<file path="src/common/memPkg.sv">
package memPkg;

    typedef logic [31:0] addrT;

    // bytes per transfer, only 1, 2 and 4 are legal
    typedef logic [2:0] lenT;

    // data port request, held until done
    typedef struct packed {
        logic        en;
        logic        store;
        lenT         len;
        addrT        addr;
        logic [31:0] wdata;
    } dataReqT;

    typedef struct packed {
        logic        done;
        logic [31:0] rdata;
    } dataRespT;

    typedef struct packed {
        logic en;
        addrT addr;
    } fetchReqT;

    typedef struct packed {
        logic        done;
        logic [31:0] word;
    } fetchRespT;

endpackage

</file>
<file path="src/common/instPkg.sv">
package instPkg;

    localparam logic [6:0] OP_LOAD  = 7'b0000011;
    localparam logic [6:0] OP_STORE = 7'b0100011;

    typedef struct packed {
        logic [11:0] imm;
        logic [4:0]  rs1;
        logic [2:0]  funct3;
        logic [4:0]  rd;
        logic [6:0]  opcode;
    } iFmtT;

    // store immediate is split around rs2 and rs1
    typedef struct packed {
        logic [6:0] immHi;
        logic [4:0] rs2;
        logic [4:0] rs1;
        logic [2:0] funct3;
        logic [4:0] immLo;
        logic [6:0] opcode;
    } sFmtT;

    typedef union packed {
        iFmtT i;
        sFmtT s;
    } instU;

    typedef enum logic [1:0] {
        CLASS_OTHER,
        CLASS_LOAD,
        CLASS_STORE
    } instClassT;

    // one queue slot
    typedef struct packed {
        memPkg::addrT pc;
        instU         word;
    } fetchEntryT;

    typedef struct packed {
        memPkg::addrT pc;
        instU         word;
        instClassT    instClass;
        logic [31:0]  imm;
    } decodedT;

endpackage

</file>
<file path="src/verilog/instDecode.sv">
`timescale 1ns/100ps

module instDecode (
    input  instPkg::fetchEntryT head,
    input  logic                empty,
    input  logic                take,
    output logic                pop,
    output instPkg::decodedT    decoded,
    output logic                decodedValid
);

    instPkg::instU word;

    assign word         = head.word;
    assign decodedValid = !empty;
    assign pop          = take && !empty;

    always_comb begin
        decoded.pc   = head.pc;
        decoded.word = word;
        case (word.i.opcode)
            instPkg::OP_LOAD:  decoded.instClass = instPkg::CLASS_LOAD;
            instPkg::OP_STORE: decoded.instClass = instPkg::CLASS_STORE;
            default:           decoded.instClass = instPkg::CLASS_OTHER;
        endcase
        // S view only for stores
        if (decoded.instClass == instPkg::CLASS_STORE) begin
            decoded.imm = {{20{word.s.immHi[6]}}, word.s.immHi, word.s.immLo};
        end else begin
            decoded.imm = {{20{word.i.imm[11]}}, word.i.imm};
        end
    end

endmodule

</file>
<file path="config.mk">
export PLATFORM = sky130hd
export DESIGN_NAME = instDecode
export DESIGN_NICKNAME = d
export VERILOG_FILES = /design/src/common/memPkg.sv /design/src/common/instPkg.sv /design/src/verilog/instDecode.sv
export SDC_FILE = /design/constraint.sdc
export NUM_CORES = 1
export LEC_CHECK = 0
export BUFFER_PORTS_ARGS = -buffer_cell sky130_fd_sc_hd__buf_2
export CAP_MARGIN = 25
export CORE_AREA = 2 2 65 67
export DETAILED_ROUTE_END_ITERATION = 8
export DIE_AREA = 0 0 67 69
export GPL_ROUTABILITY_DRIVEN = 0
export GPL_TIMING_DRIVEN = 0
export PLACE_DENSITY = 0.7
export SYNTH_ARGS = -nofsm -noshare
export SYNTH_HDL_FRONTEND = slang
export SYNTH_SLANG_ARGS = --single-unit
</file>
<file path="constraint.sdc">
create_clock -name vclk -period 1.1
set_input_delay 0.055 -clock vclk [all_inputs]
set_output_delay 0.055 -clock vclk [all_outputs]
set_load 0.02 [all_outputs]
</file>
== After elaboration in Yosys (flattened, before gate mapping) ==
Cells that the tools add are included.
Storage, ports and cells
  bits of input ports: 66
  output and inout bits: 100
  register bits: 0
  word-level logic and storage cells: 7
Operators by class
  reductions and logical operators: 2
  equal/unequal tests: 3
  multiplexer cells: 2
Operators by type and width (number)
  $eq 7x2->1 const B: 1
  $eq 7x6->1 const B: 1
  $mux 5: 1
  $pmux 2 s2: 1
  $eq 2x2->1 const B: 1
  $logic_and 1x1->1: 1
  $logic_not 1->1: 1

== Logic depth before layout (Yosys ltp) ==
  depth in word-level cells: 4
  mapped depth: 3

== Worst setup path after synthesis ==
No wires, ideal clock.
  path kind: input to output
  start point: input port head[3] in the netlist's numbering
  end point: output port decoded[1] in the netlist's numbering
  stages: 3
  buffers on the path: 0
  arrival: 0.969 ns
  setup slack: 0.076 ns
  required time: 1.045 ns
  path through: nor4_4 -> nand4_4 -> mux2_1
RTL lines
  from (decl): line instDecode.sv:4  | input instPkg::fetchEntryT head,
  to (decl): line instDecode.sv:8  | output instPkg::decodedT decoded,

==> results.cfg <==
[timing]
clock.fmax_mhz = 812
hold_viol_final = 0
tns_ns = -0.629
setup_viol = 5
rsz0062_at_grt = yes
relSlewSlack_pct = 79.7
setup_ws_ns = -0.132
drv_slew = 0
worst_pin_slew_ns = 0.302
fin_crit_sh_pct = 112
period_needed_ns = 1.23

[global_route]
grt_pass1_vias = 731
grt_start_max_net_pins = 23
grt_antenna_before_repair = 0
grt.total_usage_pct = 7.19
grt_pass1_wl_um = 2860
grt-ovfl-total = 0

[floorplan]
core_mm2 = 0.00391
start_util_pct = 20.7
rows = 23
die_h_um = 69
die-area_mm2 = 0.00462
fp.dieW_um = 67
io_pins = 166

[yosys]
yosys.cell_types.count = 10
yosysTopAreaCellShare_pct = 84.3
synth_largest_area_cell = buf_4
synth_area_leaders = buf_4, mux2_1, mux2_2, nand4_4, nor4_4
synth.yosys.seq_area_share_pct = 0
ys_top_cells_by_count = buf_4, mux2_1, mux2_2
syn_inst = 103
ys.warnings.count = 0
post-synth-top-count-cell = buf_4
avgSynthCellArea_um2 = 7.87
syn_nets = 169
synth_area_um2 = 811

[drt]
via_count = 954
drc = 0
routed_via_density = 3.49
dr.pass1.iters = 2
drtIter0Drc = 3
drt-total-wl_um = 2240
ant_nets = 0
detail_route.wl_per_cell_um = 8.21

[finish]
fin_nets = 291
seqCellArea_um2 = 0
nClkBuffers = 0
final_util_pct = 39.2
design.seq.count = 0
diodes = 0
multiInputGateArea_um2 = 136
finalNonFillerCells = 273
fill_cells = 390
drive_above_1_share_pct = 98.2
postLayoutCellArea_mm2 = 0.00153
area_growth_pct = 89.0

[power]
power_uw = 749
peakVddDrop_uv = 265
leakagePower_uw = 0.000986
p_per_area_mw_per_mm2 = 489

[outcome]
violations = negative setup slack
status = finished with violations

[critical_path]
crit_path_start_kind = input port
slowest_stage = nor4_4
critPathRequiredTime_ns = 1.04
cp_top_family = simple AND/OR/NAND/NOR gates
critPathArrivalTime_ns = 1.18
endpoint_kind = output port
path_buf_inv = 2
criticalPathCategory = input port to output port
crit_chain = buf_8 -> nor4_4 -> nand4_4 -> mux2_4 -> buf_6
cp_max_fo = 5
max_stage_delay_ns = 0.35

[flow_run]
max_cap_violations = 0

[place]
placed_cell_area_mm2 = 0.00147
dp_cells = 272
portBuffers = 119

[clock_network]
holdBufCountCts = 0

[min_path]
hp-class = input port to output port
## kinds of logic (layout without fill, tap and decap cells)
family                 count (synthesis)  in the layout  share of synthesized area, %
buffers and inverters                 92            212                          84.7
AND/OR/NAND/NOR                        6              6                          8.33
multiplexers                           5              5                          6.94
## metrics by stage
stage                     worst slack, ns  hold slack, ns
after global placement             -0.197           0.328
after floorplan                    0.0761           0.187
after global routing               -0.190           0.331
final                              -0.132           0.327
after detailed placement           -0.192           0.328
after CTS                          -0.139           0.328
## area by class of cell
type	instances	area share [%]
buffer	91	44.6
tap	50	4.08
multi-input combinational	11	8.90
timing repair buffer	120	42.2
inverter	1	0.245
## routing by layer
| layer | global-route usage (%) | share of wire, % | up-vias |
|---|---|---|---|
| met2 | 16.4 | 53 | 98 |
| met4 | 0 | 0 | 0 |
| li1 | - | - | 470 |
| met3 | 0.979 | 18 | 0 |
| met1 | 6.40 | 29 | 386 |
| met5 | 0 | 0 | - |
## power breakdown
group / internal [uW] / switching, uW / leakage, uW
registers: 0 / 0 / 0
clock network: 0 / 0 / 0
logic: 377 / 372 / 0.000986
## timing repair
item                       4_1_cts  5_1_grt
setup endpoints to repair        5        6
resized for setup               12        5
hold endpoints to repair         0        0
setup buffers                    1        0
pin swaps                        2        0
## placed cells by master, fill, tap and decap left out
cell type	instances
and4_4	1
nand4_4	1
mux2_2	2
nor4_4	1
nand3_1	1
buf_8	1
nor2b_1	1
buf_4	93
inv_1	1
nor2_1	1
mux2_4	3
buf_2	112
buf_6	5
## path summary, 6_finish.rpt
check	startpoint	to	slack, ns	depth (start not counted)
max	head[6]	decoded[1]	-0.13	5
min	head[38]	decoded[72]	0.33	2
No activity file was read; power rests on OpenSTA's default activity.
