### src/common/memPkg.sv
package memPkg;

    typedef logic [31:0] addrT;

    // bytes per transfer, only 1, 2 and 4 are legal
    typedef logic [2:0] lenT;

    // data port request, held until done
    typedef struct packed {
        logic        en;
        logic        store;
        lenT         len;
        addrT        addr;
        logic [31:0] wdata;
    } dataReqT;

    typedef struct packed {
        logic        done;
        logic [31:0] rdata;
    } dataRespT;

    typedef struct packed {
        logic en;
        addrT addr;
    } fetchReqT;

    typedef struct packed {
        logic        done;
        logic [31:0] word;
    } fetchRespT;

endpackage

### src/memctrl/memCtrl.sv
`timescale 1ns/100ps

module memCtrl #(
    parameter int ADDR_WIDTH = 10
) (
    input  logic                  clk,
    input  logic                  rst,
    input  logic                  stall,
    input  memPkg::dataReqT       dataReq,
    input  memPkg::fetchReqT      fetchReq,
    input  logic [7:0]            ramRdata,
    output memPkg::dataRespT      dataResp,
    output memPkg::fetchRespT     fetchResp,
    output logic [ADDR_WIDTH-1:0] ramAddr,
    output logic                  ramWe,
    output logic [7:0]            ramWdata
);

    logic [2:0]   stage;
    logic         ownerFetch;
    logic [23:0]  asmBytes;
    logic         busy;
    logic         active;
    logic         advance;
    logic         curFetch;
    logic         curStore;
    memPkg::lenT  curLen;
    logic [2:0]   lastIdx;
    logic [2:0]   doneStage;
    logic [2:0]   offset;
    logic         atDone;
    memPkg::addrT base;
    memPkg::addrT byteAddr;
    logic [31:0]  loadWord;

    assign busy    = (stage != 3'd0);
    assign active  = busy || dataReq.en || fetchReq.en;
    assign advance = active && !stall;

    // owner is latched when a request is taken and data wins a tie
    assign curFetch = busy ? ownerFetch : !dataReq.en;
    assign curStore = !curFetch && dataReq.store;
    assign curLen   = curFetch ? 3'd4 : dataReq.len;
    assign lastIdx  = curLen - 3'd1;

    // stores finish on the stage after their last write and loads one stage later
    always_comb begin
        if (curFetch) begin
            doneStage = 3'd5;
        end else if (curStore) begin
            doneStage = curLen;
        end else begin
            doneStage = curLen + 3'd1;
        end
    end

    assign atDone = busy && (stage == doneStage);

    // under stall the previous byte is read again, so ramRdata
    // still shows the byte owed to this stage when it resumes
    always_comb begin
        offset = (stall && busy) ? stage - 3'd1 : stage;
        if (offset > lastIdx) begin
            offset = lastIdx;
        end
    end

    assign base     = curFetch ? fetchReq.addr : dataReq.addr;
    assign byteAddr = base + {29'd0, offset};
    assign ramAddr  = active ? byteAddr[ADDR_WIDTH-1:0] : '0;
    assign ramWe    = advance && curStore && (stage < curLen);
    assign ramWdata = dataReq.wdata[{stage[1:0], 3'b000} +: 8];

    // zero-extended load with the last byte straight from the RAM
    always_comb begin
        case (dataReq.len)
            3'd1:    loadWord = {24'd0, ramRdata};
            3'd2:    loadWord = {16'd0, ramRdata, asmBytes[7:0]};
            default: loadWord = {ramRdata, asmBytes};
        endcase
    end

    always_comb begin
        dataResp.done  = atDone && !stall && !ownerFetch;
        dataResp.rdata = loadWord;
        fetchResp.done = atDone && !stall && ownerFetch;
        fetchResp.word = {ramRdata, asmBytes};
    end

    always_ff @(posedge clk) begin
        if (rst) begin
            stage      <= 3'd0;
            ownerFetch <= 1'b0;
        end else if (advance) begin
            if (!busy) begin
                ownerFetch <= !dataReq.en;
            end
            stage <= atDone ? 3'd0 : stage + 3'd1;
        end
    end

    // byte k-1 lands in stage k in little-endian order
    always_ff @(posedge clk) begin
        if (advance && busy && !curStore && stage <= 3'd3) begin
            asmBytes[{stage[1:0] - 2'd1, 3'b000} +: 8] <= ramRdata;
        end
    end

    // each done is a single-cycle pulse
    assert property (@(posedge clk) disable iff (rst)
        (dataResp.done || fetchResp.done) |=> !(dataResp.done || fetchResp.done));

    assert property (@(posedge clk) disable iff (rst)
        dataReq.en |-> (dataReq.len inside {3'd1, 3'd2, 3'd4}));

endmodule

### config.mk
export PLATFORM = sky130hd
export DESIGN_NAME = memCtrl
export DESIGN_NICKNAME = d
export VERILOG_FILES = /design/src/common/memPkg.sv /design/src/memctrl/memCtrl.sv
export SDC_FILE = /design/constraint.sdc
export NUM_CORES = 1
export LEC_CHECK = 0
export BUFFER_PORTS_ARGS = -buffer_cell sky130_fd_sc_hd__buf_2
export CAP_MARGIN = 40
export CORE_MARGIN = 1
export CORE_UTILIZATION = 42
export CTS_BUF_LIST = sky130_fd_sc_hd__clkbuf_4 sky130_fd_sc_hd__clkbuf_8
export DETAILED_ROUTE_END_ITERATION = 6
export PLACE_DENSITY_LB_ADDON = 0.1
export REMOVE_ABC_BUFFERS = 1
export SLEW_MARGIN = 20
export SYNTH_ARGS = -nofsm -noshare
export SYNTH_HDL_FRONTEND = slang
export SYNTH_SLANG_ARGS = --single-unit
### constraint.sdc
create_clock -name clk -period 14.2 [get_ports clk]
set_clock_uncertainty 0.2 [all_clocks]
set_input_delay 2.84 -clock clk [delete_from_list [all_inputs] [get_ports clk]]
set_output_delay 2.84 -clock clk [all_outputs]
set_load 0.02 [all_outputs]
# [Yosys cells after proc, flatten, opt, wreduce, memory -nomap -nowiden]
# Cells that the tools add are included.
# W data, S select, Z words.
[totals] reg_bits=28 input_bits=113 output_inout_bits=85 wordCells=50
[classes] addsub=7 magnitude_cmp=3 eq_ne=3 shift=3 n_mux=11 reduce_logical=20
[ops] cell="$pmux W32 S2" count=1
[ops] cell="$shiftx A32 B6 Y8" count=1
[ops] cell="$bwmux W24" count=1
[ops] cell="$shift A8 B7 Y24 const A" count=1
[ops] cell="$shiftx A8 B7 Y24" count=1
[ops] cell="$mux W10" count=2
[ops] cell="$mux W3" count=6
[ops] cell="$logic_and A1 B1 Y1" count=12
[ops] cell="$add A10 B3 Y10" count=1
[ops] cell="$neg A5 Y7" count=1
[ops] cell="$add A3 B1 Y3 const B" count=2
[ops] cell="$sub A3 B1 Y3 const B" count=2
[ops] cell="$logic_not A1 Y1" count=5
[ops] cell="$eq A3 B1 Y1 const B" count=1
[ops] cell="$eq A3 B2 Y1 const B" count=1
[ops] cell="$eq A3 B3 Y1" count=1
[ops] cell="$gt A3 B3 Y1" count=1
[ops] cell="$le A3 B2 Y1 const B" count=1
[ops] cell="$lt A3 B3 Y1" count=1
[ops] cell="$reduce_bool A3 Y1" count=1
[ops] cell="$logic_or A1 B1 Y1" count=2
[ops] cell="$sub A2 B1 Y2 const B" count=1
[ops] cell="$mux W1" count=1

# [Depth between registers and ports, before layout]
[logic_depth] depth_word=10 depth_mapped=20 mapped_depth_nobuf=19

# [Least setup slack after synthesis]
# OpenSTA, ideal clock, no wires.
[synth_timing] path_kind="input port to output port" startpoint="in dataReq[68] in the netlist's numbering" endpoint="out ramAddr[8]" t_arrival_ns=6.130 required_time_ns=11.160 path_slack_ns=5.030 path_stages=16 path_buffers=1 path_cell_list="and3b_1 > a21oi_4 > buf_2 > nor2_1 > ha_1 > a21o_1 > a21oi_1 > a31oi_1 > mux2i_1 > ha_1 > fa_1 > a21o_1 > nand3_1 > xnor2_1 > nor2_1 > a211oi_1"
[synth_via] elab_chain_len=8 elab_cells_between_ends=11 classes_between="add/sub (2); order compare (1); mux (5); reduce/logical (3)"
[synth_lines] element="start, declared" line="memCtrl.sv:9" text="input memPkg::dataReqT dataReq,"
[synth_lines] element="$logic_not A1 Y1" line="memCtrl.sv:41" text="assign curFetch = busy ? ownerFetch : !dataReq.en;"
[synth_lines] element="$mux W1"
[synth_lines] element="$mux W3" line="memCtrl.sv:43" text="assign curLen = curFetch ? 3'd4 : dataReq.len;"
[synth_lines] element="$sub A3 B1 Y3" line="memCtrl.sv:44" text="assign lastIdx = curLen - 3'd1;"
[synth_lines] element="$gt A3 B3 Y1" line="memCtrl.sv:63" text="if (offset > lastIdx) begin"
[synth_lines] element="$mux W3" line="memCtrl.sv:63"
[synth_lines] element="$add A10 B3 Y10" line="memCtrl.sv:69" text="assign byteAddr = base + {29'd0, offset};"
[synth_lines] element="$mux W10 *" line="memCtrl.sv:70" text="assign ramAddr = active ? byteAddr[ADDR_WIDTH-1:0] : '0;"
[synth_lines] element="end, declared" line="memCtrl.sv:14" text="output logic [ADDR_WIDTH-1:0] ramAddr,"
# Mark *: on every way between the ends. The rest lies on a longest branch, timed or not.

# [Worst setup path after layout]
# Ends and elaborated chain as after synthesis.

==> run summary <==
die width - 83.8 um
status - complete, but fails checks
sequential cell area fraction in the yosys report - 28.5%
CTS Buf Count - 3
GRT Overall Usage - 20.5%
worst path cell trace - buf_2 -> and3b_1 -> a21oi_4 -> nor2_1 -> ha_1 -> a21o_1 -> a21oi_1 -> a31oi_1 -> mux2i_1 -> ha_1 -> fa_1 -> a21o_1 -> nand3_1 -> xnor2_1 -> nor2_1 -> a211oi_1 -> buf_2
Final Cycle Share - 66.8%
number of synthesized register bits - 28
die area - 7030 um^2
synth warn - 0
Final ANT Viol Nets - 0
syn_area_per_cell - 9.10 um^2
Synth top cells by count - nand2_1, and2_1, nor2b_1
Fmax - 105 MHz
Max-slew headroom - 47.8%
Row Count - 29
largest cells by area after synthesis - edfxtp_1, ha_1, and2_1, mux4_2, nor2b_1
PostCTS Resize Cnt - 0
count leader, synth - nand2_1
Clock Latency Late Sink - 0.27 ns
Post-synth EDFFs - 24
setup slack, reg-to-reg - 10.98 ns
CTS Hold Bufs - 0
Ant. Diodes - 0
RSZ-0062 raised after global routing - false
Initial DRC Count - 152
synth unique cells - 51
CP arrival - 6.44 ns
Leak - 1.69 nW
Data required, critical path - 11.16 ns
DRT Pass-1 Iters - 6
Synth area leader - edfxtp_1
vias post-DR - 2693
Initial Util - 43.8%
placer congestion estimate - 0.768
Setup crit end kind - output port
Slowest-stage cell, CP - a21oi_4
postcts setup bufs - 0
H-tree lvl count - 1
maximum clock insertion buffer count - 2
fillers - 625
ys async rst share - 0%
final setup TNS - 0 ns
HPWL Detailed - 5660 um
final max-slew violation count - 0
number of port buffers - 153
CTS Root Cell - clkbuf_8
via/cell ratio - 5.16
slowest stage delay, CP - 0.49 ns
Least-Margin Pin Slew - 0.781 ns
DRC errors left - 21
Synth top area share - 25.6%
critical path peak fanout - 19
top-level I/O count - 198
failing checks - DRC
initial antenna violation count - 0
global-route wire length before repair - 11800 um
fraction of layout instances using a drive strength above 1 - 41.6%
Main synth FF type - edfxtp_1
synthesized cell area - 2810 um^2
Layout Area Growth over Synthesis - 28.6%
Startpoint Class - input pin
drt wl/cell - 13.4 um
Cell Pwr Density - 187 nW/um^2
Final Hold Fails - 0
post-layout util - 56.3%
Die Ht - 83.8 um
Final min period - 9.48 ns
Setup Crit Path Kind - in2out
Clock transition at path regs - 0.11 ns
Peak VDD IR - 105 uV
largest net degree at the start of global routing - 20
Hold WC Path Type - reg2reg
nets - 576
Overflow after GRT - 0
Sink Count - 28
TritonCTS clock tree - done
Synth Instances - 309
core area - 6420 um^2
endpoints failing setup - 0
number of global-route vias before repair - 2539
DRT Wirelength - 7020 um
max-cap violations - 0
layout make-up:
cell class | instances | area [um^2] | area share (%)
multi-input cells | 248 | 1820 | 50.4
clock inverters | 1 | 30.0 | 0.830
repair buffers | 156 | 793 | 21.9
well taps | 77 | 96.3 | 2.66
clock buffers | 3 | 41.3 | 1.14
inverters | 9 | 33.8 | 0.934
flip-flops and latches | 28 | 801 | 22.1
power by group:
group | total (mW) | switching [mW] | internal (mW)
Sequential | 0.120 | 0.0170 | 0.103
Clock | 0.0641 | 0.0264 | 0.0377
Combinational | 0.494 | 0.294 | 0.200
layer usage:
| layer | track usage (%) | share of wire [%] | up-vias | routed length (um) |
|---|---|---|---|---|
| li1 | - | - | 1353 | - |
| met1 | 27.0 | 46 | 1218 | 3200 |
| met2 | 35.9 | 47 | 112 | 3270 |
| met3 | 2.67 | 6.0 | 10 | 424 |
| met4 | 4.39 | 1.6 | 0 | 113 |
| met5 | 0 | 0 | - | 0 |
cells by family after synthesis:
group / synth area share (%)
AND/OR/NAND/NOR: 25.7
multiplexers: 12.2
flip-flops: 28.5
adder cells (fa/ha/maj): 7.83
buffers and inverters: 6.76
XOR/XNOR: 4.98
AO/OA/AOI/OAI: 14.1
state kept, by name, summed over array words and instances (netlist names):
name	flops
ownerFetch	1
stage	3
asmBytes	24
worst paths after layout:
kind,end,from,cells after the start
min reg2reg,ownerFetch,ownerFetch,2
min,ownerFetch,ownerFetch,2
max reg2reg,asmBytes[22],stage[1],7
max,ramAddr[8],dataReq[68],17
cell usage in the layout, fill, tap and decap left out, types with 2 or more instances in the layout:
master / count
buf_2: 154
nand2_1: 35
and2_1: 29
nor2b_1: 28
edfxtp_1: 24
a21oi_1: 16
ha_1: 16
nor2_1: 15
o21ai_0: 13
xnor2_1: 11
mux2_2: 10
inv_1: 9
mux4_2: 8
a21o_1: 6
nand3_1: 6
a211oi_1: 6
mux2i_1: 5
nor3_1: 5
xor2_1: 5
dfxtp_1: 4
nor3b_1: 3
o21a_1: 3
a31oi_1: 3
clkbuf_8: 3
nand2b_1: 2
nor4_1: 2
critical path, delay by kind of cell:
family / cells / cell delay (ns)
AO/OA/AOI/OAI: 6 / 1.45
buffers and inverters: 2 / 0.32
adder cells (fa/ha/maj): 3 / 1.00
AND/OR/NAND/NOR: 4 / 0.56
XOR/XNOR: 1 / 0.12
multiplexers: 1 / 0.17
through the flow:
stage | worst slack, ns | hold WS [ns] | instance area (um^2) | total power, mW | std cells
2_1_floorplan | 5.09 | 0.318 | 2660 | 0.477 | 285
3_3_place_gp | 4.74 | 0.356 | 3520 | 0.604 | 515
3_5_place_dp | 4.73 | 0.371 | 3550 | 0.619 | 518
4_1_cts | 4.71 | 0.387 | 3620 | 0.682 | 522
5_1_grt | 4.44 | 0.445 | 3620 | 0.738 | 522
6_report | 4.72 | 0.386 | 3620 | 0.678 | 522
(Power assumes the default switching activity.)
