<file path="src/common/memPkg.sv">
package memPkg;

    typedef logic [31:0] addrT;

    // bytes per transfer, only 1, 2 and 4 are legal
    typedef logic [2:0] lenT;

    // data port request, held until done
    typedef struct packed {
        logic        en;
        logic        store;
        lenT         len;
        addrT        addr;
        logic [31:0] wdata;
    } dataReqT;

    typedef struct packed {
        logic        done;
        logic [31:0] rdata;
    } dataRespT;

    typedef struct packed {
        logic en;
        addrT addr;
    } fetchReqT;

    typedef struct packed {
        logic        done;
        logic [31:0] word;
    } fetchRespT;

endpackage

</file>
<file path="src/common/instPkg.sv">
package instPkg;

    localparam logic [6:0] OP_LOAD  = 7'b0000011;
    localparam logic [6:0] OP_STORE = 7'b0100011;

    typedef struct packed {
        logic [11:0] imm;
        logic [4:0]  rs1;
        logic [2:0]  funct3;
        logic [4:0]  rd;
        logic [6:0]  opcode;
    } iFmtT;

    // store immediate is split around rs2 and rs1
    typedef struct packed {
        logic [6:0] immHi;
        logic [4:0] rs2;
        logic [4:0] rs1;
        logic [2:0] funct3;
        logic [4:0] immLo;
        logic [6:0] opcode;
    } sFmtT;

    typedef union packed {
        iFmtT i;
        sFmtT s;
    } instU;

    typedef enum logic [1:0] {
        CLASS_OTHER,
        CLASS_LOAD,
        CLASS_STORE
    } instClassT;

    // one queue slot
    typedef struct packed {
        memPkg::addrT pc;
        instU         word;
    } fetchEntryT;

    typedef struct packed {
        memPkg::addrT pc;
        instU         word;
        instClassT    instClass;
        logic [31:0]  imm;
    } decodedT;

endpackage

</file>
<file path="src/verilog/fetchUnit.sv">
`timescale 1ns/100ps

module fetchUnit #(
    parameter memPkg::addrT START_PC = 32'h0
) (
    input  logic                clk,
    input  logic                rst,
    input  logic                runEn,
    input  logic                queueFull,
    input  memPkg::fetchRespT   fetchResp,
    output memPkg::fetchReqT    fetchReq,
    output logic                push,
    output instPkg::fetchEntryT pushEntry
);

    memPkg::addrT pc;
    logic         busy;

    // once raised the request stays up until the word comes back
    always_comb begin
        fetchReq.en   = busy || (runEn && !queueFull);
        fetchReq.addr = pc;
    end

    assign push = fetchResp.done;

    always_comb begin
        pushEntry.pc   = pc;
        pushEntry.word = fetchResp.word;
    end

    always_ff @(posedge clk) begin
        if (rst) begin
            pc   <= START_PC;
            busy <= 1'b0;
        end else begin
            busy <= fetchReq.en && !fetchResp.done;
            if (fetchResp.done) begin
                pc <= pc + 32'd4;
            end
        end
    end

    assert property (@(posedge clk) disable iff (rst) push |-> !queueFull);

endmodule

</file>
<file path="config.mk">
export PLATFORM = sky130hd
export DESIGN_NAME = fetchUnit
export DESIGN_NICKNAME = d
export VERILOG_FILES = /design/src/common/memPkg.sv /design/src/common/instPkg.sv /design/src/verilog/fetchUnit.sv
export SDC_FILE = /design/constraint.sdc
export NUM_CORES = 1
export LEC_CHECK = 0
export ABC_AREA = 1
export BUFFER_PORTS_ARGS = -buffer_cell sky130_fd_sc_hd__buf_2
export CAP_MARGIN = 20
export CORE_MARGIN = 8
export CORE_UTILIZATION = 43
export DETAILED_ROUTE_END_ITERATION = 7
export GPL_ROUTABILITY_DRIVEN = 0
export PLACE_DENSITY_LB_ADDON = 0.05
export SLEW_MARGIN = 20
export SYNTH_ARGS = -nofsm -noshare
export SYNTH_HDL_FRONTEND = slang
export SYNTH_SLANG_ARGS = --single-unit
</file>
<file path="constraint.sdc">
create_clock -name clk -period 1.6 [get_ports clk]
set_input_delay 0.08 -clock clk [delete_from_list [all_inputs] [get_ports clk]]
set_output_delay 0.08 -clock clk [all_outputs]
set_load 0.005 [all_outputs]
</file>
# After elaboration in Yosys (flattened, before gate mapping)
# Index checks and enable logic that the tools add are counted.
[word_totals]
reg_bits = 33
latchBits = 0
mem_bits_rw = 0
romBits = 0
output_inout_bits = 98
elab_cells = 8
n_memories = 0
[classes]
addsub = 1
mul = 0
n_div = 0
n_lt_le_gt_ge = 0
n_eq_ne = 0
shift = 0
muxes = 0
bitwise_logic = 0
reduce_logical = 5
[ops]
columns = ["op", "count"]
rows = [
  ["32-bit by 3-bit adder with 32-bit output (second input constant)", 1],
  ["1-bit logical AND", 2],
  ["1-bit logical NOT", 2],
  ["1-bit logical OR", 1],
]

# Longest topological paths before layout
# Gate-level depths: netlist of run 1.
[logic_depth]
ltp_word = 4
mapped_depth = 8
ltp_nobuf = 8

# Least setup slack after synthesis of run 1
# No wires, ideal clock.
[synth_timing]
kind = "register to register"
from = "register pc[2]"
to = "register pc[30]"
setup_ns = 0.115
t_arrival_ns = 1.242
t_required_ns = 1.485
slack_ns = 0.243
path_stages_with_launch = 9
synth_period_minus_slack_ns = 1.357
path_cell_list = "dfxtp_1 > ha_1 > inv_1 > nor2_1 > nand3_1 > nor2_4 > nand3_1 > nand2_1 > nor2_1"
[synth_via]
elab_chain_len = 1
[synth_rtl]
columns = ["element", "line_no", "rtl"]
rows = [
  ["start, declared", "fetchUnit.sv:16", "memPkg::addrT pc;"],
  ["start signal, assigned", "fetchUnit.sv:39", "pc <= pc + 32'd4;"],
  ["32-bit by 3-bit adder with 32-bit output", "fetchUnit.sv:39", ""],
]
# Every way passes these cells.
# A chain may end at the register's enable or synchronous reset.

# Worst setup path after layout of run 1
[layout_timing]
from = "register pc[9]"
to = "register pc[27]"
# The elaborated chain is that of the path after synthesis.

==> results of run 1 <==
## report_power, final
part           switching [mW]  internal, mW  total (mW)
combinational          0.0476        0.0290      0.0766
sequential            0.00457         0.777       0.782
clock                   0.302         0.393       0.694
total                   0.354          1.20        1.55
## per-stage QoR
| stage | utilization [%] | power, mW | hold WS (ns) |
|---|---|---|---|
| final | 46.0 | 1.55 | 0.0894 |
| after global routing | 46.0 | 1.61 | 0.129 |
| after CTS | 45.6 | 1.57 | 0.0923 |
| after detailed placement | 43.4 | 0.876 | 0.160 |
| after global placement | 43.4 | 0.876 | 0.160 |
| after floorplan | - | 0.919 | 0.159 |
## flip-flops by register name, indices dropped and copies added, names as in the netlist
| name | cells |
|---|---|
| pc | 30 |
| busy | 1 |
## final cells by class
cell class	instances	area, um2	share of cell area (%)
clock buffer	8	100	4.61
multi-input combinational	188	903	41.6
sequential	31	622	28.6
timing repair buffer	71	368	16.9
tap	67	83.8	3.86
inverter	25	93.8	4.32
## layout by cell type, fill, tap and decap left out, types with 5 or more instances in the layout
cell,instances
sky130_fd_sc_hd__nor2_4,7
sky130_fd_sc_hd__clkbuf_8,7
sky130_fd_sc_hd__nor2_1,50
sky130_fd_sc_hd__o21ai_0,10
sky130_fd_sc_hd__dfxtp_1,30
sky130_fd_sc_hd__nand3_1,17
sky130_fd_sc_hd__nand4_1,8
sky130_fd_sc_hd__nand2_1,53
sky130_fd_sc_hd__a21oi_1,20
sky130_fd_sc_hd__inv_1,24
sky130_fd_sc_hd__buf_4,5
sky130_fd_sc_hd__buf_2,66
## kinds of logic after synthesis
family	count (synthesis)
flops	31
xor+xnor	2
compound gates	30
fa+ha+maj	1
other cells	1
simple gates	151
buf+inv	95
## tightest hold or removal path: stages
cell and delay, ns:
sky130_fd_sc_hd__buf_2 0.07, sky130_fd_sc_hd__a21oi_1 0.07, sky130_fd_sc_hd__nor3_1 0.11
## worst max path at each step
| stage | startpoint | endpoint | slack (ns) | depth (start not counted) |
|---|---|---|---|---|
| after CTS | pc[3] | pc[26] | 0.14 | 8 |
| after detailed placement | pc[3] | pc[30] | 0.15 | 8 |
| after global placement | pc[3] | pc[12] | 0.21 | 7 |
| after floorplan | pc[2] | pc[30] | 0.24 | 8 |
| after global routing | pc[5] | pc[26] | 0.01 | 7 |
| final | pc[9] | pc[27] | 0.18 | 8 |
## routing by layer
layer / routed length, um / global-route usage (%) / vias to the layer above / part of all wire [%]
met3: 392 / 5.35 / 11 / 7.3
met1: 2640 / 18.4 / 770 / 49
met5: 0 / 0 / - / 0
met2: 2270 / 22.2 / 50 / 42
li1: - / - / 935 / -
met4: 65 / 4.94 / 0 / 1.2
## what timing repair did
item,CTS,global route
resized for setup,0,5
hold buffers,0,0
setup endpoints to repair,0,5
==> metrics.log, run 1 <==
INFO  metric grt_overflow_total = 0
INFO  metric post-synth-top-area-cell = sky130_fd_sc_hd__dfxtp_1
INFO  metric cts-root-to-sink-buffers = 2
INFO  metric finalNonFillerCells = between 300 and 400
INFO  metric ctsHtreeMaxLevel = 2
INFO  metric dieWidth = around 86 um
INFO  metric final_period_minus_worst_setup_slack = between 1 and 1.5 ns
INFO  metric worst_path_most_repeated_cell = sky130_fd_sc_hd__nand2_1
INFO  metric synth_simple_gate_area_share = between 30% and 40%
INFO  metric rrSetupSlack = between 0.15 and 0.2 ns
INFO  metric p_leak = 1.04 nW
INFO  metric nFillCells = between 500 and 600
INFO  metric number_of_synthesized_register_bits = 31
INFO  metric post_synth_xor_area_fraction = less than 1%
INFO  metric fp-row-count = 25
INFO  metric fin_area = 2170 um2
INFO  metric placeableCoreArea = approximately 4700 um2
INFO  metric critical_path_buf_inv_count = 0
INFO  metric detail_route.first_pass.iterations = 4
INFO  metric share_of_cells_above_drive_strength_1 = just under 30%
INFO  metric synth_async_sr_flop_share = 0%
INFO  metric dieArea = around 7400 um2
INFO  metric grt_max_degree = 22
INFO  metric initial_utilization = 44.6%
INFO  metric wire_length_per_cell_after_detailed_routing = about 14 um
INFO  metric finalSetupViolations = 0
INFO  metric worst_path_largest_cell_delay = ~0.41 ns
INFO  metric worst_skew_pair.late_latency = 0.29 ns
INFO  metric finalWorstSetupSlack = approximately 0.18 ns
INFO  metric placed_cells = around 380
INFO  metric setup.worst_path.start_class = flip-flop
INFO  metric synth_seq_area_share = between 20% and 30%
INFO  metric setup-tns-final = 0 ns
INFO  metric dominantRegCellSynth = sky130_fd_sc_hd__dfxtp_1
INFO  metric ranking_of_synthesized_cells_by_area = sky130_fd_sc_hd__dfxtp_1 (29%), sky130_fd_sc_hd__buf_4 (24%), sky130_fd_sc_hd__nand2_1 (9.5%)
INFO  metric yosys.cell_types.count = 24
INFO  metric hold_depth = 3
INFO  metric grt.total_usage = around 15%
INFO  metric share_of_yosys_cell_area_claimed_by_the_top_area_cell_type = around 30%
INFO  metric crit_path_top_delay_cell = sky130_fd_sc_hd__dfxtp_1
INFO  metric required = approximately 1.8 ns
INFO  metric dieHeight = approximately 86 um
INFO  metric crit_path_max_fanout = 8
INFO  metric slew_viol_final = 0
INFO  metric post_synth.cell_area_avg = 6.77 um2
INFO  metric timing.max_cap.violations = 0
INFO  metric worst_r2r_startpoint = pc[9]
INFO  metric route.detailed.drc = 0
INFO  metric worst_ir_drop_vdd = 0.358 mV
INFO  metric finClkSkew = 0.00600 ns
INFO  metric reg2reg_depth = 8
INFO  metric tritoncts = done
INFO  metric outcome = complete, no violations
INFO  metric dp_worst_setup_slack = between 0.15 and 0.2 ns
INFO  metric final_min_period_over_clock_period = 89.0%
INFO  metric post_synth_fa_ha_maj_area_fraction = less than 1%
INFO  metric regToRegEndpoint = pc[27]
INFO  metric maxClockFrequency = roughly 700 MHz
INFO  metric synth.yosys.warnings = 0
INFO  metric grt_first_pass_wirelength = about 8600 um
INFO  metric report.final.hold_viol_count = 0
INFO  metric area_growth = 3.15%
INFO  metric post-cts-setup-buffers = 0
INFO  metric library_cell_with_the_highest_instance_count_after_synthesis = sky130_fd_sc_hd__buf_4
INFO  metric holdCritPathClass = in2reg
INFO  metric netlist_instances = around 310
INFO  metric synth_top_cells_by_count = sky130_fd_sc_hd__buf_4 (67), sky130_fd_sc_hd__nand2_1 (53), sky130_fd_sc_hd__nor2_1 (51)
INFO  metric vias_per_cell = about 4.5
INFO  metric critical_path_s_top_delay_family = simple AND/OR/NAND/NOR gates
INFO  metric port-buffer-count = 66
INFO  metric holdCritStartpoint = runEn
INFO  metric timing.setup.critical_path_class = reg2reg
INFO  metric cts_root_buffer = sky130_fd_sc_hd__clkbuf_8
INFO  metric power_density = between 700 and 800 nW/um2
INFO  metric wirelength = 5370 um
INFO  metric antenna_violating_nets_post_route = 0
INFO  metric place.detailed.hpwl = 4210 um
INFO  metric fraction_of_synthesized_area_in_multiplexers = 0%
INFO  metric critical_path_arrival = about 1.7 ns
INFO  metric syn_area = between 2000 and 2500 um2
INFO  metric cts.sink_count = 31
INFO  metric endpoint_kind = flip-flop
INFO  metric num_vias = 1766
INFO  metric place_area = 2050 um2
INFO  metric combinational_family_with_the_most_area_after_synthesis = simple AND/OR/NAND/NOR gates
INFO  metric final_net_count = 360
INFO  metric unrepaired_setup_endpoints_after_global_routing = no
INFO  metric synth_enable_flop_cells = 0
INFO  metric worstPathCellList = nand2_1 -> nor2_1 -> nand2_1 -> nor2_4 -> nand3_1 -> nand2_1 -> nand2_1 -> nor2_1
INFO  metric initial_antenna_violation_count = 0
INFO  metric drt_first_iter_violations = 73
INFO  metric num_antenna_cells = 0
INFO  metric complex_gate_fraction_of_the_synthesized_area = under 10%
INFO  metric cts_made_buffers = 5
INFO  metric io-pin-count = 135
INFO  metric grt_pass1_vias = 1690
INFO  metric hold_end = busy
INFO  metric worst_setup_hold_path_clk_slew = roughly 0.070 ns
Power figures use the tool's default switching activity.
==> run 2, diff against run 1 <==
Settings changed: CORE_MARGIN 8 to 2.
==> metrics.log, run 2 (synthesized netlist as in run 1, its figures left out) <==
INFO  metric outcome = complete, no violations
INFO  metric wirelength = around 4800 um
INFO  metric hold_depth = 2
INFO  metric wire_length_per_cell_after_detailed_routing = ~12 um
INFO  metric cts_made_buffers = 5
INFO  metric grt_first_pass_wirelength = 7460 um
INFO  metric regToRegEndpoint = pc[24]
INFO  metric grt_max_degree = 13
INFO  metric hold_end = busy
INFO  metric finalSetupViolations = 0
INFO  metric setup-tns-final = 0 ns
INFO  metric cts-root-to-sink-buffers = 2
INFO  metric layout.core_utilization = around 46%
INFO  metric power_frac_clock = just under 50%
INFO  metric fp-row-count = 25
INFO  metric layout_common_cells = sky130_fd_sc_hd__buf_2 (66), sky130_fd_sc_hd__nand2_1 (53), sky130_fd_sc_hd__nor2_1 (50)
INFO  metric comb_power_share = under 10%
INFO  metric grt_overflow_total = 0
INFO  metric finClkSkew = 0.00673 ns
INFO  metric seqPwrFrac = between 40% and 50%
INFO  metric power.share.switching = 22.4%
INFO  metric worst_r2r_startpoint = pc[3]
INFO  metric num_antenna_cells = 0
INFO  metric port-buffer-count = 66
INFO  metric final_net_count = 360
INFO  metric power = around 1.7 mW
INFO  metric initial_utilization = about 45%
INFO  metric worst_skew_pair.late_latency = 0.29 ns
INFO  metric final_period_minus_worst_setup_slack = 1.42 ns
INFO  metric required = 1.79 ns
INFO  metric reg2reg_depth = 8
INFO  metric area_growth = 3.21%
INFO  metric reg.largest.list = pc (30), busy (1)
INFO  metric dieArea = approximately 5500 um2
INFO  metric nFillCells = 513
INFO  metric ctsHtreeMaxLevel = 2
INFO  metric crit_path_max_fanout = 6
INFO  metric report.final.hold_viol_count = 0
INFO  metric holdCritStartpoint = fetchResp[32]
INFO  metric setup.worst_path.start_class = flip-flop
INFO  metric registers.top_by_ff_count = pc
INFO  metric initial_antenna_violation_count = 0
INFO  metric unrepaired_setup_endpoints_after_global_routing = no
INFO  metric mostFrequentLayoutCell = sky130_fd_sc_hd__buf_2
INFO  metric internal_power_consumption = about 1.3 mW
INFO  metric power_density = 777 nW/um2
INFO  metric drt_first_iter_violations = 99
INFO  metric timing.max_cap.violations = 0
INFO  metric share_of_cells_above_drive_strength_1 = 29.1%
INFO  metric place.detailed.hpwl = roughly 3700 um
INFO  metric critical_path_arrival = between 1.5 and 2 ns
INFO  metric maxClockFrequency = 707 MHz
INFO  metric grt_pass1_vias = 1443
INFO  metric vias_per_cell = 4.61
INFO  metric antenna_violating_nets_post_route = 0
INFO  metric timing.setup.critical_path_class = reg2reg
INFO  metric holdCritPathClass = in2reg
INFO  metric rrSetupSlack = approximately 0.18 ns
INFO  metric dieHeight = 74.0 um
INFO  metric endpoint_kind = flip-flop
INFO  metric number_of_flip_flops_in_the_largest_register = 30
INFO  metric p_leak = 1.05 nW
INFO  metric tritoncts = done
INFO  metric detail_route.first_pass.iterations = 4
INFO  metric dieWidth = 74.0 um
INFO  metric worst_ir_drop_vdd = between 0.3 and 0.4 mV
INFO  metric final_min_period_over_clock_period = about nine tenths
INFO  metric worst_setup_hold_path_clk_slew = around 0.070 ns
INFO  metric post_cts_hold_buffer_count = 0
INFO  metric grt.total_usage = a little under a fifth
INFO  metric route.detailed.drc = 0
INFO  metric postCtsResizedCells = 0
INFO  metric slew_viol_final = 0
INFO  metric num_vias = ~1800
INFO  metric placeableCoreArea = 4720 um2
INFO  metric multi_input_comb_area = ~890 um2
INFO  metric cts_root_buffer = sky130_fd_sc_hd__clkbuf_8
INFO  metric cts.sink_count = 31
INFO  metric post-cts-setup-buffers = 0
INFO  metric netSwitchingPower = between 300 and 400 uW
INFO  metric seqCellArea = between 600 and 700 um2
INFO  metric io-pin-count = approximately 140
run 2: cell types whose count changed in the layout (fill, tap and decap cells not counted), sizes merged:
cell / before / now
clkbuf: 8 / 6
clkinv: 0 / 1
bufinv: 0 / 1
run 2: worst max-delay path by stage:
stage	end	cells after the start	from	slack, ns
final	pc[24]	8	pc[3]	0.18
after global routing	pc[14]	6	pc[5]	0.02
after CTS	pc[30]	8	pc[3]	0.15
after detailed placement	pc[30]	8	pc[3]	0.16
after global placement	pc[12]	7	pc[3]	0.19
after floorplan	pc[30]	8	pc[2]	0.24
run 2: area by class of cell:
type                    instances  share of cell area (%)
multi-input cells             188                    40.9
flip-flops and latches         31                    28.6
repair buffers                 71                    16.9
inverters                      25                    4.32
well taps                      67                    3.86
clock buffers                   6                    3.80
clock inverters                 2                    1.61
run 2: critical path, stage by stage (launching register included):
cell and delay [ns]:
sky130_fd_sc_hd__dfxtp_1 0.38, sky130_fd_sc_hd__ha_1 0.19, sky130_fd_sc_hd__inv_1 0.05, sky130_fd_sc_hd__nor2_2 0.14, sky130_fd_sc_hd__nand3_1 0.15, sky130_fd_sc_hd__nor2_4 0.20, sky130_fd_sc_hd__nand3_1 0.09, sky130_fd_sc_hd__nand2_1 0.06
sky130_fd_sc_hd__nor2_1 0.04
run 2: through the flow:
step                std cells  setup slack, ns  hold slack (ns)  area, um2
floorplan                 314            0.243            0.159       2120
global placement          382            0.194            0.160       2050
detailed placement        382            0.162            0.160       2050
CTS                       390            0.148            0.103       2170
global route              390           0.0223            0.131       2170
finish                    390            0.185            0.104       2170
run 2: per-layer routing:
| layer | routed length, um | GRT usage, % | share of wire (%) | up-vias |
|---|---|---|---|---|
| met5 | 0 | 0 | 0 | - |
| met4 | 70 | 7.68 | 1.5 | 0 |
| met3 | 351 | 4.74 | 7.3 | 10 |
| met2 | 1920 | 23.7 | 40 | 71 |
| met1 | 2440 | 27.8 | 51 | 780 |
| li1 | - | - | - | 936 |
run 2: power by group through the flow:
stage	Sequential (mW)	Combinational, mW	Clock [mW]
after global routing	0.782	0.0843	0.880
final	0.782	0.0751	0.832
after CTS	0.782	0.0753	0.835
after detailed placement	0.800	0.0755	0
after global placement	0.799	0.0749	0
after floorplan	0.801	0.118	0
